<file path="config.mk">
export PLATFORM = sky130hd
export DESIGN_NAME = cache_ctrl_flat
export DESIGN_NICKNAME = d
export VERILOG_FILES = /design/src/hw/cache_geom_pkg.sv /design/src/hw/mem_bus_pkg.sv /design/src/hw/cache_ifs.sv /design/src/hw/cache_ctrl.sv /design/src/flat_wrapper.sv
export SDC_FILE = /design/constraint.sdc
export NUM_CORES = 1
export LEC_CHECK = 0
export BUFFER_PORTS_ARGS = -buffer_cell sky130_fd_sc_hd__buf_2
export CAP_MARGIN = 20
export CORE_AREA = 2 2 374 376
export DETAILED_ROUTE_END_ITERATION = 12
export DIE_AREA = 0 0 376 378
export PLACE_DENSITY = 0.32
export REMOVE_ABC_BUFFERS = 1
export SLEW_MARGIN = 15
export SYNTH_ARGS = -nofsm -noshare
export SYNTH_HDL_FRONTEND = slang
export SYNTH_SLANG_ARGS = --single-unit
</file>
<file path="constraint.sdc">
create_clock -name clock -period 3.2 [get_ports clock]
set_input_delay 0.32 -clock clock [delete_from_list [all_inputs] [get_ports clock]]
set_output_delay 0.32 -clock clock [all_outputs]
set_load 0.005 [all_outputs]
</file>
<file path="src/hw/cache_geom_pkg.sv">
`default_nettype none

package cache_geom_pkg;

  localparam int ways       = 4;
  localparam int sets       = 16;
  localparam int line_words = 4;
  localparam logic [10:0] lfsr_seed = 11'd101;

  typedef logic [15:0]            addr_t;
  typedef logic [7:0]             tag_t;
  typedef logic [3:0]             index_t;
  typedef logic [1:0]             word_idx_t;
  typedef logic [1:0]             way_t;
  typedef logic [ways-1:0]        way_mask_t;
  typedef logic [31:0]            word_t;
  typedef logic [3:0]             be_t;    // msb enables the top byte
  typedef logic [127:0]           line_t;  // word 0 in the top bits
  typedef logic [line_words-1:0]  line_valid_t;

  // lsb position of a word inside a line
  function automatic int unsigned word_lsb(word_idx_t w);
    return (line_words - 1 - w) * $bits(word_t);
  endfunction

  function automatic word_t word_of(line_t l, word_idx_t w);
    return l[word_lsb(w) +: $bits(word_t)];
  endfunction

  function automatic word_t merge_bytes(word_t old_w, word_t new_w, be_t be);
    word_t m;
    for (int b = 0; b < $bits(be_t); b++) begin
      m[b*8 +: 8] = be[b] ? new_w[b*8 +: 8] : old_w[b*8 +: 8];
    end
    return m;
  endfunction

endpackage

`default_nettype wire

</file>
<file path="src/hw/mem_bus_pkg.sv">
`default_nettype none

package mem_bus_pkg;

  localparam int burst_words    = 4;
  localparam int mem_word_bytes = 4;

  typedef logic [15:0] mem_addr_t;
  typedef logic [31:0] mem_word_t;
  typedef logic [2:0]  burst_cnt_t;   // 0 .. burst_words

endpackage

`default_nettype wire

</file>
<file path="src/hw/cache_ifs.sv">
`timescale 1ns/1ns
`default_nettype none

// set lookup and tag/word write ports of the arrays
interface store_if import cache_geom_pkg::*; ();
  index_t    index;
  way_mask_t lk_valid;
  way_mask_t lk_dirty;
  way_mask_t lk_lfill;
  tag_t      lk_tag [ways];
  line_t     lk_line [ways];

  logic      tag_write;
  way_t      tag_way;
  tag_t      new_tag;
  logic      new_valid;
  logic      new_dirty;
  logic      new_lfill;

  logic      word_write;
  way_t      word_way;
  word_idx_t word_idx;
  be_t       be;
  word_t     wr_data;

  modport ctrl (
    output index, tag_write, tag_way, new_tag, new_valid, new_dirty, new_lfill,
    output word_write, word_way, word_idx, be, wr_data,
    input  lk_valid, lk_dirty, lk_lfill, lk_tag, lk_line
  );
  modport store (
    input  index, tag_write, tag_way, new_tag, new_valid, new_dirty, new_lfill,
    input  word_write, word_way, word_idx, be, wr_data,
    output lk_valid, lk_dirty, lk_lfill, lk_tag, lk_line
  );
endinterface

interface fill_if import cache_geom_pkg::*; ();
  logic      start;
  way_t      way;
  index_t    index;
  tag_t      tag;
  word_idx_t first_word;
  index_t    look_index;
  tag_t      look_tag;
  word_idx_t look_word;
  logic      hit_write;
  be_t       be;
  word_t     wr_data;
  logic      busy;
  logic      hit;
  word_t     hit_word;

  modport ctrl (
    output start, way, index, tag, first_word, look_index, look_tag, look_word,
    output hit_write, be, wr_data,
    input  busy, hit, hit_word
  );
  modport buffer (
    input  start, way, index, tag, first_word, look_index, look_tag, look_word,
    input  hit_write, be, wr_data,
    output busy, hit, hit_word
  );
endinterface


interface mem_if import cache_geom_pkg::*, mem_bus_pkg::*; ();
  logic      wb_start;
  mem_addr_t wb_addr;   // line base
  line_t     wb_line;
  logic      fill_start;
  mem_addr_t fill_addr; // word aligned, first beat
  logic      wb_done;

  modport ctrl (output wb_start, wb_addr, wb_line, fill_start, fill_addr, input wb_done);
  modport port (input wb_start, wb_addr, wb_line, fill_start, fill_addr, output wb_done);
endinterface

`default_nettype wire

</file>
<file path="src/hw/cache_ctrl.sv">
`timescale 1ns/1ns
`default_nettype none

module cache_ctrl import cache_geom_pkg::*, mem_bus_pkg::*; (
  input  logic   clock,
  input  logic   reset_n,
  input  addr_t  cpu_addr,
  input  logic   cpu_rd,
  input  logic   cpu_wr,
  input  be_t    cpu_wr_be,
  input  word_t  cpu_wr_data,
  output logic   cpu_rd_valid,
  output word_t  cpu_rd_data,
  output logic   cpu_waitrequest,
  store_if.ctrl  st,
  fill_if.ctrl   fl,
  mem_if.ctrl    mem
);

  typedef enum logic {IDLE, WRITEBACK} state_t;

  state_t      state;
  state_t      state_nx;
  logic [10:0] lfsr;
  tag_t        cpu_tag;
  index_t      cpu_index;
  word_idx_t   cpu_word;
  way_mask_t   hit_mask;
  way_t        hit_way;
  logic        way_hit;
  logic        hit;
  logic        req;
  way_t        victim;
  logic        victim_dirty;
  way_t        wb_way;     // victim held across the writeback
  way_t        fill_way;
  logic        fill_go;

  assign cpu_tag   = cpu_addr[15:8];
  assign cpu_index = cpu_addr[7:4];
  assign cpu_word  = cpu_addr[3:2];
  assign req       = cpu_rd || cpu_wr;

  always_comb begin
    hit_way = '0;
    for (int w = 0; w < ways; w++) begin
      hit_mask[w] = st.lk_valid[w] && !st.lk_lfill[w] && (st.lk_tag[w] == cpu_tag);
      if (hit_mask[w])
        hit_way = way_t'(w);
    end
  end

  assign way_hit         = |hit_mask;
  assign hit             = way_hit || fl.hit;
  assign cpu_waitrequest = req && !hit;
  assign cpu_rd_valid    = cpu_rd && hit;
  assign cpu_rd_data     = way_hit ? word_of(st.lk_line[hit_way], cpu_word) : fl.hit_word;

  // free way, else clean way after the lfsr pick, else the lfsr pick
  always_comb begin
    logic found;
    way_t j;
    found  = 1'b0;
    victim = lfsr[1:0];
    for (int k = 0; k < ways; k++) begin
      if (!found && !st.lk_valid[k] && !st.lk_lfill[k]) begin
        victim = way_t'(k);
        found  = 1'b1;
      end
    end
    for (int k = 1; k <= ways; k++) begin
      j = lfsr[1:0] + way_t'(k);
      if (!found && !st.lk_dirty[j] && !st.lk_lfill[j]) begin
        victim = j;
        found  = 1'b1;
      end
    end
  end

  assign victim_dirty = st.lk_valid[victim] && st.lk_dirty[victim];

  always_comb begin
    state_nx      = state;
    fill_go       = 1'b0;
    fill_way      = victim;
    fl.hit_write  = 1'b0;
    mem.wb_start  = 1'b0;
    st.word_write = 1'b0;
    st.tag_write  = 1'b0;
    st.tag_way    = victim;
    st.new_tag    = cpu_tag;
    st.new_valid  = 1'b0;
    st.new_dirty  = 1'b0;
    st.new_lfill  = 1'b0;
    case (state)
      IDLE: begin
        if (req && hit) begin
          if (cpu_wr && way_hit) begin
            st.word_write = 1'b1;
            st.tag_write  = 1'b1;
            st.tag_way    = hit_way;
            st.new_valid  = 1'b1;
            st.new_dirty  = 1'b1;
          end
          fl.hit_write = cpu_wr && !way_hit;
        end else if (req && !fl.busy) begin
          st.tag_write = 1'b1;
          if (victim_dirty) begin
            mem.wb_start = 1'b1;  // tag write invalidates the victim
            state_nx     = WRITEBACK;
          end else begin
            fill_go      = 1'b1;
            st.new_lfill = 1'b1;
          end
        end
      end
      WRITEBACK: begin
        if (mem.wb_done) begin
          fill_go      = 1'b1;
          fill_way     = wb_way;
          st.tag_write = 1'b1;
          st.tag_way   = wb_way;
          st.new_lfill = 1'b1;
          state_nx     = IDLE;
        end
      end
      default: state_nx = IDLE;
    endcase
  end

  always_ff @(posedge clock, negedge reset_n) begin
    if (!reset_n) begin
      state  <= IDLE;
      lfsr   <= lfsr_seed;
      wb_way <= '0;
    end else begin
      state <= state_nx;
      if (fill_go)
        lfsr <= {lfsr[1] ^ lfsr[3], lfsr[0] ^ lfsr[2], lfsr[10:2]}; // two steps per fill
      if (mem.wb_start)
        wb_way <= victim;
    end
  end

  assign st.index      = cpu_index;
  assign st.word_way   = hit_way;
  assign st.word_idx   = cpu_word;
  assign st.be         = cpu_wr_be;
  assign st.wr_data    = cpu_wr_data;

  assign fl.start      = fill_go;
  assign fl.way        = fill_way;
  assign fl.index      = cpu_index;
  assign fl.tag        = cpu_tag;
  assign fl.first_word = cpu_word;
  assign fl.look_index = cpu_index;
  assign fl.look_tag   = cpu_tag;
  assign fl.look_word  = cpu_word;
  assign fl.be         = cpu_wr_be;
  assign fl.wr_data    = cpu_wr_data;

  assign mem.fill_start = fill_go;
  assign mem.fill_addr  = mem_addr_t'({cpu_addr[15:2], 2'b00});
  assign mem.wb_addr    = mem_addr_t'({st.lk_tag[victim], cpu_index, 4'b0000});
  assign mem.wb_line    = st.lk_line[victim];

  // only one fill in flight
  a_no_start_while_busy: assert property (@(posedge clock) disable iff (!reset_n)
    (mem.wb_start || mem.fill_start) |-> !fl.busy);

endmodule

`default_nettype wire

</file>
<file path="src/flat_wrapper.sv">
// flat-port wrapper written by rule: the top's interface ports become plain ports
module cache_ctrl_flat import cache_geom_pkg::*, mem_bus_pkg::*;
  (clock, reset_n, cpu_addr, cpu_rd, cpu_wr, cpu_wr_be, cpu_wr_data, cpu_rd_valid, cpu_rd_data, cpu_waitrequest, st_index, st_tag_write, st_tag_way, st_new_tag, st_new_valid, st_new_dirty, st_new_lfill, st_word_write, st_word_way, st_word_idx, st_be, st_wr_data, st_lk_valid, st_lk_dirty, st_lk_lfill, st_lk_tag, st_lk_line, fl_start, fl_way, fl_index, fl_tag, fl_first_word, fl_look_index, fl_look_tag, fl_look_word, fl_hit_write, fl_be, fl_wr_data, fl_busy, fl_hit, fl_hit_word, mem_wb_start, mem_wb_addr, mem_wb_line, mem_fill_start, mem_fill_addr, mem_wb_done);
  store_if st_i ();
  fill_if fl_i ();
  mem_if mem_i ();
  input  logic clock;
  input  logic reset_n;
  input  addr_t cpu_addr;
  input  logic cpu_rd;
  input  logic cpu_wr;
  input  be_t cpu_wr_be;
  input  word_t cpu_wr_data;
  output logic cpu_rd_valid;
  output word_t cpu_rd_data;
  output logic cpu_waitrequest;
  output wire logic [$bits(st_i.index)-1:0] st_index;
  output wire logic [$bits(st_i.tag_write)-1:0] st_tag_write;
  output wire logic [$bits(st_i.tag_way)-1:0] st_tag_way;
  output wire logic [$bits(st_i.new_tag)-1:0] st_new_tag;
  output wire logic [$bits(st_i.new_valid)-1:0] st_new_valid;
  output wire logic [$bits(st_i.new_dirty)-1:0] st_new_dirty;
  output wire logic [$bits(st_i.new_lfill)-1:0] st_new_lfill;
  output wire logic [$bits(st_i.word_write)-1:0] st_word_write;
  output wire logic [$bits(st_i.word_way)-1:0] st_word_way;
  output wire logic [$bits(st_i.word_idx)-1:0] st_word_idx;
  output wire logic [$bits(st_i.be)-1:0] st_be;
  output wire logic [$bits(st_i.wr_data)-1:0] st_wr_data;
  input wire logic [$bits(st_i.lk_valid)-1:0] st_lk_valid;
  input wire logic [$bits(st_i.lk_dirty)-1:0] st_lk_dirty;
  input wire logic [$bits(st_i.lk_lfill)-1:0] st_lk_lfill;
  input wire logic [$bits(st_i.lk_tag)-1:0] st_lk_tag;
  input wire logic [$bits(st_i.lk_line)-1:0] st_lk_line;
  output wire logic [$bits(fl_i.start)-1:0] fl_start;
  output wire logic [$bits(fl_i.way)-1:0] fl_way;
  output wire logic [$bits(fl_i.index)-1:0] fl_index;
  output wire logic [$bits(fl_i.tag)-1:0] fl_tag;
  output wire logic [$bits(fl_i.first_word)-1:0] fl_first_word;
  output wire logic [$bits(fl_i.look_index)-1:0] fl_look_index;
  output wire logic [$bits(fl_i.look_tag)-1:0] fl_look_tag;
  output wire logic [$bits(fl_i.look_word)-1:0] fl_look_word;
  output wire logic [$bits(fl_i.hit_write)-1:0] fl_hit_write;
  output wire logic [$bits(fl_i.be)-1:0] fl_be;
  output wire logic [$bits(fl_i.wr_data)-1:0] fl_wr_data;
  input wire logic [$bits(fl_i.busy)-1:0] fl_busy;
  input wire logic [$bits(fl_i.hit)-1:0] fl_hit;
  input wire logic [$bits(fl_i.hit_word)-1:0] fl_hit_word;
  output wire logic [$bits(mem_i.wb_start)-1:0] mem_wb_start;
  output wire logic [$bits(mem_i.wb_addr)-1:0] mem_wb_addr;
  output wire logic [$bits(mem_i.wb_line)-1:0] mem_wb_line;
  output wire logic [$bits(mem_i.fill_start)-1:0] mem_fill_start;
  output wire logic [$bits(mem_i.fill_addr)-1:0] mem_fill_addr;
  input wire logic [$bits(mem_i.wb_done)-1:0] mem_wb_done;
  assign st_index = st_i.index;
  assign st_tag_write = st_i.tag_write;
  assign st_tag_way = st_i.tag_way;
  assign st_new_tag = st_i.new_tag;
  assign st_new_valid = st_i.new_valid;
  assign st_new_dirty = st_i.new_dirty;
  assign st_new_lfill = st_i.new_lfill;
  assign st_word_write = st_i.word_write;
  assign st_word_way = st_i.word_way;
  assign st_word_idx = st_i.word_idx;
  assign st_be = st_i.be;
  assign st_wr_data = st_i.wr_data;
  assign st_i.lk_valid = st_lk_valid;
  assign st_i.lk_dirty = st_lk_dirty;
  assign st_i.lk_lfill = st_lk_lfill;
  assign st_i.lk_tag = {>>{st_lk_tag}};
  assign st_i.lk_line = {>>{st_lk_line}};
  assign fl_start = fl_i.start;
  assign fl_way = fl_i.way;
  assign fl_index = fl_i.index;
  assign fl_tag = fl_i.tag;
  assign fl_first_word = fl_i.first_word;
  assign fl_look_index = fl_i.look_index;
  assign fl_look_tag = fl_i.look_tag;
  assign fl_look_word = fl_i.look_word;
  assign fl_hit_write = fl_i.hit_write;
  assign fl_be = fl_i.be;
  assign fl_wr_data = fl_i.wr_data;
  assign fl_i.busy = fl_busy;
  assign fl_i.hit = fl_hit;
  assign fl_i.hit_word = fl_hit_word;
  assign mem_wb_start = mem_i.wb_start;
  assign mem_wb_addr = mem_i.wb_addr;
  assign mem_wb_line = mem_i.wb_line;
  assign mem_fill_start = mem_i.fill_start;
  assign mem_fill_addr = mem_i.fill_addr;
  assign mem_i.wb_done = mem_wb_done;
  cache_ctrl u_core (.clock(clock), .reset_n(reset_n), .cpu_addr(cpu_addr), .cpu_rd(cpu_rd), .cpu_wr(cpu_wr), .cpu_wr_be(cpu_wr_be), .cpu_wr_data(cpu_wr_data), .cpu_rd_valid(cpu_rd_valid), .cpu_rd_data(cpu_rd_data), .cpu_waitrequest(cpu_waitrequest), .st(st_i), .fl(fl_i), .mem(mem_i));
endmodule
</file>
==> results of run 1 <==
## path summary, 6_finish.rpt
kind / slack [ps] / end
worst max-delay path: -40 / mem_wb_line[72]
worst min-delay path: 410 / u_core.state
worst max register to register: 150 / u_core.lfsr[8]
worst min register to register: 490 / u_core.lfsr[6]
max in group asynchronous: 2350 / u_core.lfsr[2]
min in group asynchronous: 550 / u_core.lfsr[9]
## placed cells by master (no fill, tap or decap), types with 4 or more instances in the layout
master | synthesis | final
nand2_1 | 538 | 531
inv_1 | 34 | 34
or3_1 | 6 | 4
a211oi_1 | 235 | 87
buf_4 | 144 | 168
nor4_4 | 1 | 10
buf_16 | 0 | 25
buf_8 | 0 | 13
a31oi_1 | 234 | 211
nand3_4 | 0 | 5
xor2_1 | 34 | 30
and2_4 | 0 | 71
o21a_1 | 4 | 4
nor4_2 | 0 | 21
nor2_1 | 70 | 69
o22a_1 | 4 | 4
conb_1 | 1 | 6
and2_1 | 138 | 67
nor3_1 | 7 | 6
o31a_1 | 32 | 32
dfstp_2 | 4 | 4
mux2_4 | 9 | 9
a211oi_4 | 0 | 18
buf_6 | 1 | 52
a32o_2 | 0 | 6
clkbuf_16 | 0 | 12
a211oi_2 | 1 | 131
a31oi_4 | 0 | 10
o21ai_0 | 102 | 101
a32o_1 | 32 | 26
buf_2 | 44 | 799
buf_12 | 0 | 60
a31o_1 | 32 | 31
dfrtp_1 | 10 | 9
a31oi_2 | 1 | 14
diode_2 | 0 | 25
nand2_2 | 0 | 6
nor4_1 | 37 | 7
## registers in the layout, indices dropped and copies added, names as in the netlist
register       count
u_core.wb_way      2
u_core.lfsr       11
u_core.state       1
## metrics by stage
stage	total power [mW]	instances	utilization (%)	cell area [sq um]	setup WS [ps]
floorplan	1.563	1623	-	9547	-7268
global placement	3.202	4478	13.23	18330	-714.9
detailed placement	3.193	4478	13.23	18330	-776.2
CTS	4.138	4541	14.81	20510	-62.61
global route	4.765	4571	15.86	21960	-145.8
finish	4.473	4587	15.89	22000	-44.32
## routing by layer
metal | global-route usage (%) | vias up | wire length [microns]
li1 | - | 8612 | -
met5 | 2.504 | - | 773
met1 | 21.59 | 9481 | 54910
met4 | 2.445 | 53 | 2859
met2 | 28.06 | 1148 | 60320
met3 | 6.899 | 227 | 15110
## cell type report
| class | instances | area, sq um | share of cell area (%) |
|---|---|---|---|
| clock buffers | 3 | 75.07 | 0.3412 |
| repair buffers | 1129 | 8230 | 37.41 |
| diodes | 25 | 62.56 | 0.2843 |
| multi-input cells | 1574 | 10890 | 49.47 |
| inverters | 35 | 131.4 | 0.5971 |
| well taps | 1807 | 2261 | 10.28 |
| flip-flops and latches | 14 | 356.6 | 1.621 |
## cells by family (layout without fill, tap and decap cells)
family / Yosys count / after routing
xor+xnor: 34 / 34
flops: 14 / 14
buf+inv: 382 / 1167
compound gates: 694 / 694
mux: 17 / 17
simple gates: 823 / 823
other cells: 1 / 31
## power groups by stage
stage	sequential, mW	clock, mW	combinational [mW]
finish	0.205	0.232	4.04
global route	0.205	0.251	4.31
CTS	0.204	0.238	3.70
detailed placement	0.207	0	2.99
global placement	0.206	0	3.00
floorplan	0.201	0	1.36
## critical path, stage by stage, from the launching register on
cell and delay [ps]:
dfrtp_2 430, or3_4 350, a211oi_4 220, buf_4 160, nor4_4 40, buf_4 150, o2111a_4 330, buf_16 190
buf_16 180, buf_12 150, a211oi_2 210, a31oi_1 60, buf_2 160
## what timing repair did
item	CTS	global route
endpoints found under the setup margin	119	172
cloned	20	10
gates resized for setup	254	260
hold endpoints to repair	10	0
setup buffers	41	20
hold buffers	1	0
pin swaps	87	116
==> results.yml, run 1 <==
run_status:
  outcome: "finished, violations left"
  failed_checks: "setup timing"
logic_synthesis:
  netlist_instances: 1965
  synth.most_common_cell: "nand2_1"
  synth-xor-area-share_pct: 2.605
  yosys.area_share.simple_pct: 32.05
  synthTopCellsByArea: "nand2_1, a211oi_1, a31oi_1"
  synthFlopType: "dfrtp_1"
  synth_common_cells: "nand2_1, a211oi_1, a31oi_1, clkbuf_1, buf_4"
  async_reset_ff_share_pct: 100.0
  yosysTopAreaCell: "nand2_1"
  yosysWarnings: 0
  avgSynthCellArea_sq_um: 5.819
  syn_area_sq_um: 11430
  synth.distinct_cells: 57
  synth-edff-count: 0
  synth_seq_cells: 14
  synth_top_family_by_area: "compound AO/OA/AOI/OAI gates"
  yosysSeqAreaShare_pct: 3.108
  synth_fa_ha_area_share_pct: 0
  muxShareOfSynthArea_pct: 1.992
  synth_compound_area_share_pct: 42.39
  yosys.area.top_type_share_pct: 17.66
final_layout:
  layout-area-overhead-vs-synth_pct: 92.44
  nets: 3404
  drive_gt1_share_pct: 53.25
  num-fill-cells: 16100
floorplan:
  die_x_microns: 376
  core_sq_um: 138500
  rows: 137
  ios: 970
  dieHeight_microns: 378
  die_area_sq_um: 142100
  initial_utilization_pct: 8.255
global_routing:
  grt_pass1_vias: 18650
  grt_first_pass_wirelength_mm: 169.0
  grt_use_total_pct: 17.27
  antenna_found_initial: 101
  grt-ovfl-total: 0
  grt_max_degree: 45
setup_path:
  worst_r2r_path_depth: 11
  critPathArrivalTime_ps: 2920
  endpoint_kind: "output pin"
  r2r_start: "u_core.lfsr[1]"
  crit_start: "u_core.lfsr[1]"
  crit_type: "reg2out"
  crit_required_ps: 2880
  cp-start-kind: "flop"
  cp_max_fo: 9
placement:
  hpwlAfterDp_mm: 107.9
  numPortBuffers: 829
  gp_congestion: 0.8711
clock_network:
  clkTransAtPathRegs_ps: 50
  clk_latency_ps: 240
  cts_tree: "built"
  htree_num_levels: 1
  clock_path_buffers: 2
  cts.sinks: 14
  cts_buffers: 3
  clockRootBuffer: "clkbuf_16"
drt:
  first_iter_violations: 1369
  wire_per_inst_microns: 29.21
  num_vias: 19520
  antenna_left: 0
  drc_errors: 0
  via_per_inst: 4.256
  first_pass_iters: 6
  postRouteWirelength_mm: 134.0
timing:
  final.period_utilization_pct: 101.4
  min_period_ps: 3244
  layout_setup_ws_ps: -44.32
  skew_ps: 4.330
  report.final.hold_viol_count: 0
  worstMarginPinSlew_ps: 582.4
  slew_headroom_pct: 60.88
  grt_setup_unrepaired: "true"
  setup_viol: 15
  worst_hold_slack_ps: 410.8
  finalMaxSlewViolations: 0
  fmax_mhz: 308.2
  tns_ps: -328.5
power_and_ir_drop:
  power.switching_mw: 2.226
  p_seq_share_pct: 4.6
  p_int_mw: 2.247
  p_leak_nw: 9.292
  clockPowerShare_pct: 5.2
  switching_share_pct: 49.77
  power-per-cell-area_nw_per_um2: 203.3
  peakVddDrop_mv: 0.1294
  power_frac_comb_pct: 90.2
job:
  maxCapViolCount: 0
worst_hold_path:
  min_path_type: "in2reg"
  hold_depth: 3
  hp-start: "mem_wb_done"
Note: power is estimated with default switching activity, not from simulation.
==> run 2, diff against run 1 <==
CELL_PAD_IN_SITES_DETAIL_PLACEMENT = 1   (was unset)
CELL_PAD_IN_SITES_GLOBAL_PLACEMENT = 2   (was unset)
CORE_AREA = 2 2 373 375   (was 2 2 374 376)
DIE_AREA = 0 0 375 377   (was 0 0 376 378)
PLACE_DENSITY = 0.52   (was 0.32)
==> results.yml, run 2 (synthesis gave the netlist of run 1 again) <==
power_and_ir_drop:
  peakVddDrop_mv: 0.1856
  clockPowerShare_pct: 7.2
  p_seq_share_pct: 5.4
  p_leak_nw: 8.910
  power.switching_mw: 1.933
  power_frac_comb_pct: 87.4
  p_int_mw: 1.818
  switching_share_pct: 51.54
  power-per-cell-area_nw_per_um2: 180.7
clock_network:
  cts.sinks: 14
  cts_tree: "built"
  clock_path_buffers: 2
  clockRootBuffer: "clkbuf_16"
  cts_buffers: 3
  clkTransAtPathRegs_ps: 50
  clk_latency_ps: 250
  htree_num_levels: 1
drt:
  via_per_inst: 4.168
  postRouteWirelength_mm: 127.7
  antenna_left: 0
  first_iter_violations: 966
  num_vias: 19000
  drc_errors: 0
  first_pass_iters: 7
  wire_per_inst_microns: 28.01
setup_path:
  crit_start: "u_core.lfsr[1]"
  worst_r2r_path_depth: 9
  cp_cell_sequence: "or3_4 -> a211oi_4 -> or4b_4 -> o2111ai_4 -> buf_12 -> buf_12 -> and2_4 -> a211oi_2 -> a31oi_1 -> buf_4 -> buf_6"
  cp_slowest_cell: "dfrtp_2"
  crit_type: "reg2out"
  crit_required_ps: 2880
  endpoint_kind: "output pin"
  r2r_slack_ps: 350
  cp_common_cell: "buf_12"
  cp_slowest_stage_delay_ps: 450
  cp-start-kind: "flop"
  cp_max_fo: 20
  rr_endpoint: "u_core.lfsr[7]"
  critPathArrivalTime_ps: 2890
  r2r_start: "u_core.lfsr[1]"
placement:
  place_ws_ps: -579.9
  dpl.cell_count: 4485
  hpwlAfterDp_mm: 103.2
  place_area_sq_um: 18390
  gp_congestion: 0.8461
  numPortBuffers: 829
final_layout:
  layout-area-overhead-vs-synth_pct: 81.58
  final_area_sq_um: 20760
  largest_reg_flops: 11
  drive_gt1_share_pct: 48.67
  top_register: "u_core.lfsr"
  nets: 3385
  mostFrequentLayoutCell: "buf_2"
  reg_top3: "u_core.lfsr x11, u_core.wb_way x2, u_core.state x1"
  final_cell_mix: "buf_2, nand2_1, a31oi_1"
  stdcell_count: 4558
floorplan:
  die_area_sq_um: 141400
  die_x_microns: 375
  core_sq_um: 137000
  initial_utilization_pct: 8.347
  dieHeight_microns: 377
  ios: 970
  rows: 136
global_routing:
  grt_use_total_pct: 16.39
  grt_pass1_vias: 19340
  grt_first_pass_wirelength_mm: 163.5
  grt-ovfl-total: 0
  grt_max_degree: 57
  antenna_found_initial: 112
timing:
  min_period_ps: 3213
  setup_viol: 1
  report.final.hold_viol_count: 0
  slew_headroom_pct: 60.65
  grt_setup_unrepaired: "true"
  worstMarginPinSlew_ps: 585.8
  layout_setup_ws_ps: -12.63
  finalMaxSlewViolations: 0
  final.period_utilization_pct: 100.4
  skew_ps: 8.464
  fmax_mhz: 311.3
job:
  maxCapViolCount: 0
worst_hold_path:
  hold_depth: 3
  hp-start: "mem_wb_done"
  min_to: "u_core.state"
  min_path_type: "in2reg"
run_status:
  failed_checks: "setup timing"
  outcome: "finished, violations left"
## run 2: cell types whose count changed in the layout (fill, tap and decap cells not counted), sizes merged
cell    change
diode       +2
buf        -19
clkbuf      +3
bufbuf      -2
## run 2: critical path, delay by kind of cell, from the launching register on
kind	cells	cell delay, ps
AO/OA/AOI/OAI	4	690
buffers and inverters	4	690
flip-flops	1	450
AND/OR/NAND/NOR	3	740
## run 2: repair_timing
action	CTS	global route
buffers inserted	20	16
hold buffers	1	0
hold endpoints to repair	10	0
pin swaps	33	60
setup endpoints to repair	155	138
resized for setup	98	213
gates cloned	4	9
## run 2: cell type report
type / count / area (sq um)
timing repair buffer: 1110 / 7518
clock buffer: 4 / 88.84
fill: 16770 / 116200
inverter: 35 / 131.4
multi-input combinational: 1574 / 10350
sequential: 14 / 356.6
tap: 1794 / 2245
antenna: 27 / 67.56
## run 2: stage by stage
stage	util (%)	power, mW	hold slack (ps)	setup TNS [ps]
2_1_floorplan	-	1.563	24.41	-1288960
3_3_place_gp	13.42	3.234	255.5	-4624
3_5_place_dp	13.42	3.241	251.2	-4323
4_1_cts	14.12	3.616	392.0	-118.5
5_1_grt	15.12	4.023	420.3	-1761
6_report	15.16	3.751	402.2	-12.63
## run 2: power groups by stage
stage          Combinational, mW  Clock, mW  Sequential (mW)
3_5_place_dp                3.04          0            0.204
5_1_grt                     3.53      0.287            0.205
4_1_cts                     3.14      0.276            0.203
3_3_place_gp                3.03          0            0.205
2_1_floorplan               1.36          0            0.201
6_report                    3.28      0.269            0.203
## run 2: layer usage
metal / track usage [%] / wire length, microns / vias up
met5: 2.985 / 1029 / -
met4: 2.214 / 2268 / 77
met3: 6.523 / 12140 / 196
met2: 26.31 / 56980 / 902
met1: 20.74 / 55260 / 9256
li1: - / - / 8567
## run 2: worst max-delay path by stage
stage | slack [ps] | end | cells past startpoint
2_1_floorplan | -7270 | mem_wb_addr[10] | 7
3_3_place_gp | -580 | cpu_rd_data[27] | 12
3_5_place_dp | -580 | cpu_rd_data[27] | 13
4_1_cts | -30 | cpu_rd_data[1] | 13
5_1_grt | -100 | mem_wb_line[114] | 11
6_report | -10 | mem_wb_line[28] | 11
==> run 3, diff against run 2 <==
PLACE_DENSITY = 0.57   (was 0.52)
==> results.yml, run 3 (synthesis gave the netlist of run 1 again) <==
run_status:
  outcome: "finished, violations left"
  failed_checks: "setup timing"
drt:
  num_vias: 19730
  first_pass_iters: 5
  dr_wl_met3_mm: 14.26
  wire_per_inst_microns: 28.85
  postRouteWirelength_mm: 132.8
  route.top_layer_used: "met5"
  drc_errors: 0
  wl_met1_mm: 56.29
  first_iter_violations: 1120
  via_per_inst: 4.284
  wl_met2_mm: 58.20
  antenna_left: 0
final_layout:
  final_cell_mix: "buf_2, nand2_1, a31oi_1"
  num-fill-cells: 16760
  top_register: "u_core.lfsr"
  final_area_sq_um: 21900
  layout-area-overhead-vs-synth_pct: 91.53
  drive_gt1_share_pct: 51.78
  largest_reg_flops: 11
  nets: 3427
  reg_top3: "u_core.lfsr x11, u_core.wb_way x2, u_core.state x1"
  mostFrequentLayoutCell: "buf_2"
placement:
  place_ws_ps: -180.6
  numPortBuffers: 829
  gp_congestion: 0.8678
  hpwlAfterDp_mm: 103.2
  place_area_sq_um: 18270
timing:
  final.period_utilization_pct: 104.6
  setup_viol: 85
  layout_setup_ws_ps: -146.1
  grt_setup_unrepaired: "true"
  finalMaxSlewViolations: 0
  skew_ps: 8.152
  worst_hold_slack_ps: 425.6
  worstMarginPinSlew_ps: 706.8
  fmax_mhz: 298.9
  slew_headroom_pct: 52.88
  report.final.hold_viol_count: 0
  min_period_ps: 3346
worst_hold_path:
  min_to: "u_core.state"
  hold_depth: 3
  min_path_type: "in2reg"
  hp-start: "mem_wb_done"
setup_path:
  cp_slowest_stage_delay_ps: 440
  cp-start-kind: "flop"
  cp_max_fo: 8
  worst_r2r_path_depth: 11
  critPathBufInv: 5
  critPathArrivalTime_ps: 3030
  r2r_slack_ps: 70
  crit_type: "reg2out"
  r2r_start: "u_core.lfsr[1]"
  crit_family: "compound AO/OA/AOI/OAI gates"
  crit_required_ps: 2880
  endpoint_kind: "output pin"
  cp_slowest_cell: "dfrtp_2"
  rr_endpoint: "u_core.lfsr[10]"
  cp_cell_sequence: "or3_4 -> a211oi_4 -> nor4_4 -> buf_4 -> o2111a_2 -> buf_12 -> buf_16 -> buf_6 -> a211oi_1 -> a31oi_2 -> buf_2"
global_routing:
  grt_first_pass_wirelength_mm: 167.9
  grt_pass1_vias: 19540
  grt_max_degree: 52
  grt-ovfl-total: 0
  grt_use_total_pct: 16.93
  antenna_found_initial: 97
clock_network:
  clk_latency_ps: 250
  clock_path_buffers: 2
  cts.sinks: 14
  htree_num_levels: 1
  clockRootBuffer: "clkbuf_16"
  cts_buffers: 3
  cts_tree: "built"
  clkTransAtPathRegs_ps: 60
floorplan:
  die_area_sq_um: 141400
  core_sq_um: 137000
  ios: 970
  dieHeight_microns: 377
  rows: 136
  die_x_microns: 375
  initial_utilization_pct: 8.347
power_and_ir_drop:
  totalPowerFinal_mw: 4.426
  power-per-cell-area_nw_per_um2: 202.1
  p_leak_nw: 9.355
  peakVddDrop_mv: 0.1747
job:
  maxCapViolCount: 0
[run 3: cell types whose count changed in the layout (fill, tap and decap cells not counted), moves of 9 or more]
cell and delta:
buf_16 +10, and2_1 -35, a211oi_2 +36, and2_4 +36, clkbuf_16 +11, a211oi_1 -40
buf_6 +9
[run 3: power breakdown]
part,total (mW),switching (mW),internal [mW]
combinational,3.94,2.09,1.86
sequential,0.204,0.0127,0.191
clock,0.279,0.0883,0.190
total,4.43,2.19,2.24
[run 3: layout make-up]
class                      instances  area [sq um]  area share (%)
timing repair buffer            1151          8401           38.36
tap                             1794          2245           10.25
inverter                          35         133.9          0.6114
multi-input combinational       1575         10590           48.38
antenna                           32         80.08          0.3657
sequential                        14         356.6           1.628
clock buffer                       4         88.84          0.4057
[run 3: per-stage QoR]
stage	TNS [ps]	utilization, %	cells
after detailed placement	-2749	13.34	4461
final	-4429	15.99	4605
after global placement	-3047	13.34	4461
after global routing	-15020	15.95	4583
after floorplan	-1288960	-	1623
after CTS	-224.7	14.51	4518
[run 3: timing repair]
action                                 4_1_cts  5_1_grt
cloned                                      14       22
pin swaps                                   27      125
hold buffers                                 1        0
setup buffers                               38       39
setup endpoints to repair                  156      173
resized for setup                          148      252
endpoints found under the hold margin        4        0
[run 3: worst reg2reg max path: stages, from the launching register on]
cell and delay (ps):
dfrtp_2 440, or3_4 370, a211oi_4 320, nor4_4 110, buf_4 180, o2111a_2 280, buf_12 160, buf_6 120
mux2i_4 200, a31oi_4 280, buf_6 220, mux2_4 320
[run 3: metal layers]
| layer | vias up | global-route usage (%) |
|---|---|---|
| met2 | 974 | 26.50 |
| met1 | 9788 | 21.25 |
| li1 | 8676 | - |
| met3 | 226 | 7.476 |
| met5 | - | 3.328 |
| met4 | 64 | 2.944 |
[run 3: worst max-delay path by stage]
stage,start,end,slack (ps),cells after the start
2_1_floorplan,u_core.lfsr[1],mem_wb_addr[10],-7270,7
3_3_place_gp,cpu_addr[15],cpu_rd_data[2],-240,11
3_5_place_dp,cpu_addr[11],cpu_rd_data[2],-180,11
4_1_cts,u_core.lfsr[1],mem_wb_line[43],-30,11
5_1_grt,u_core.lfsr[1],mem_wb_line[113],-210,11
6_report,u_core.lfsr[1],mem_wb_line[100],-150,11
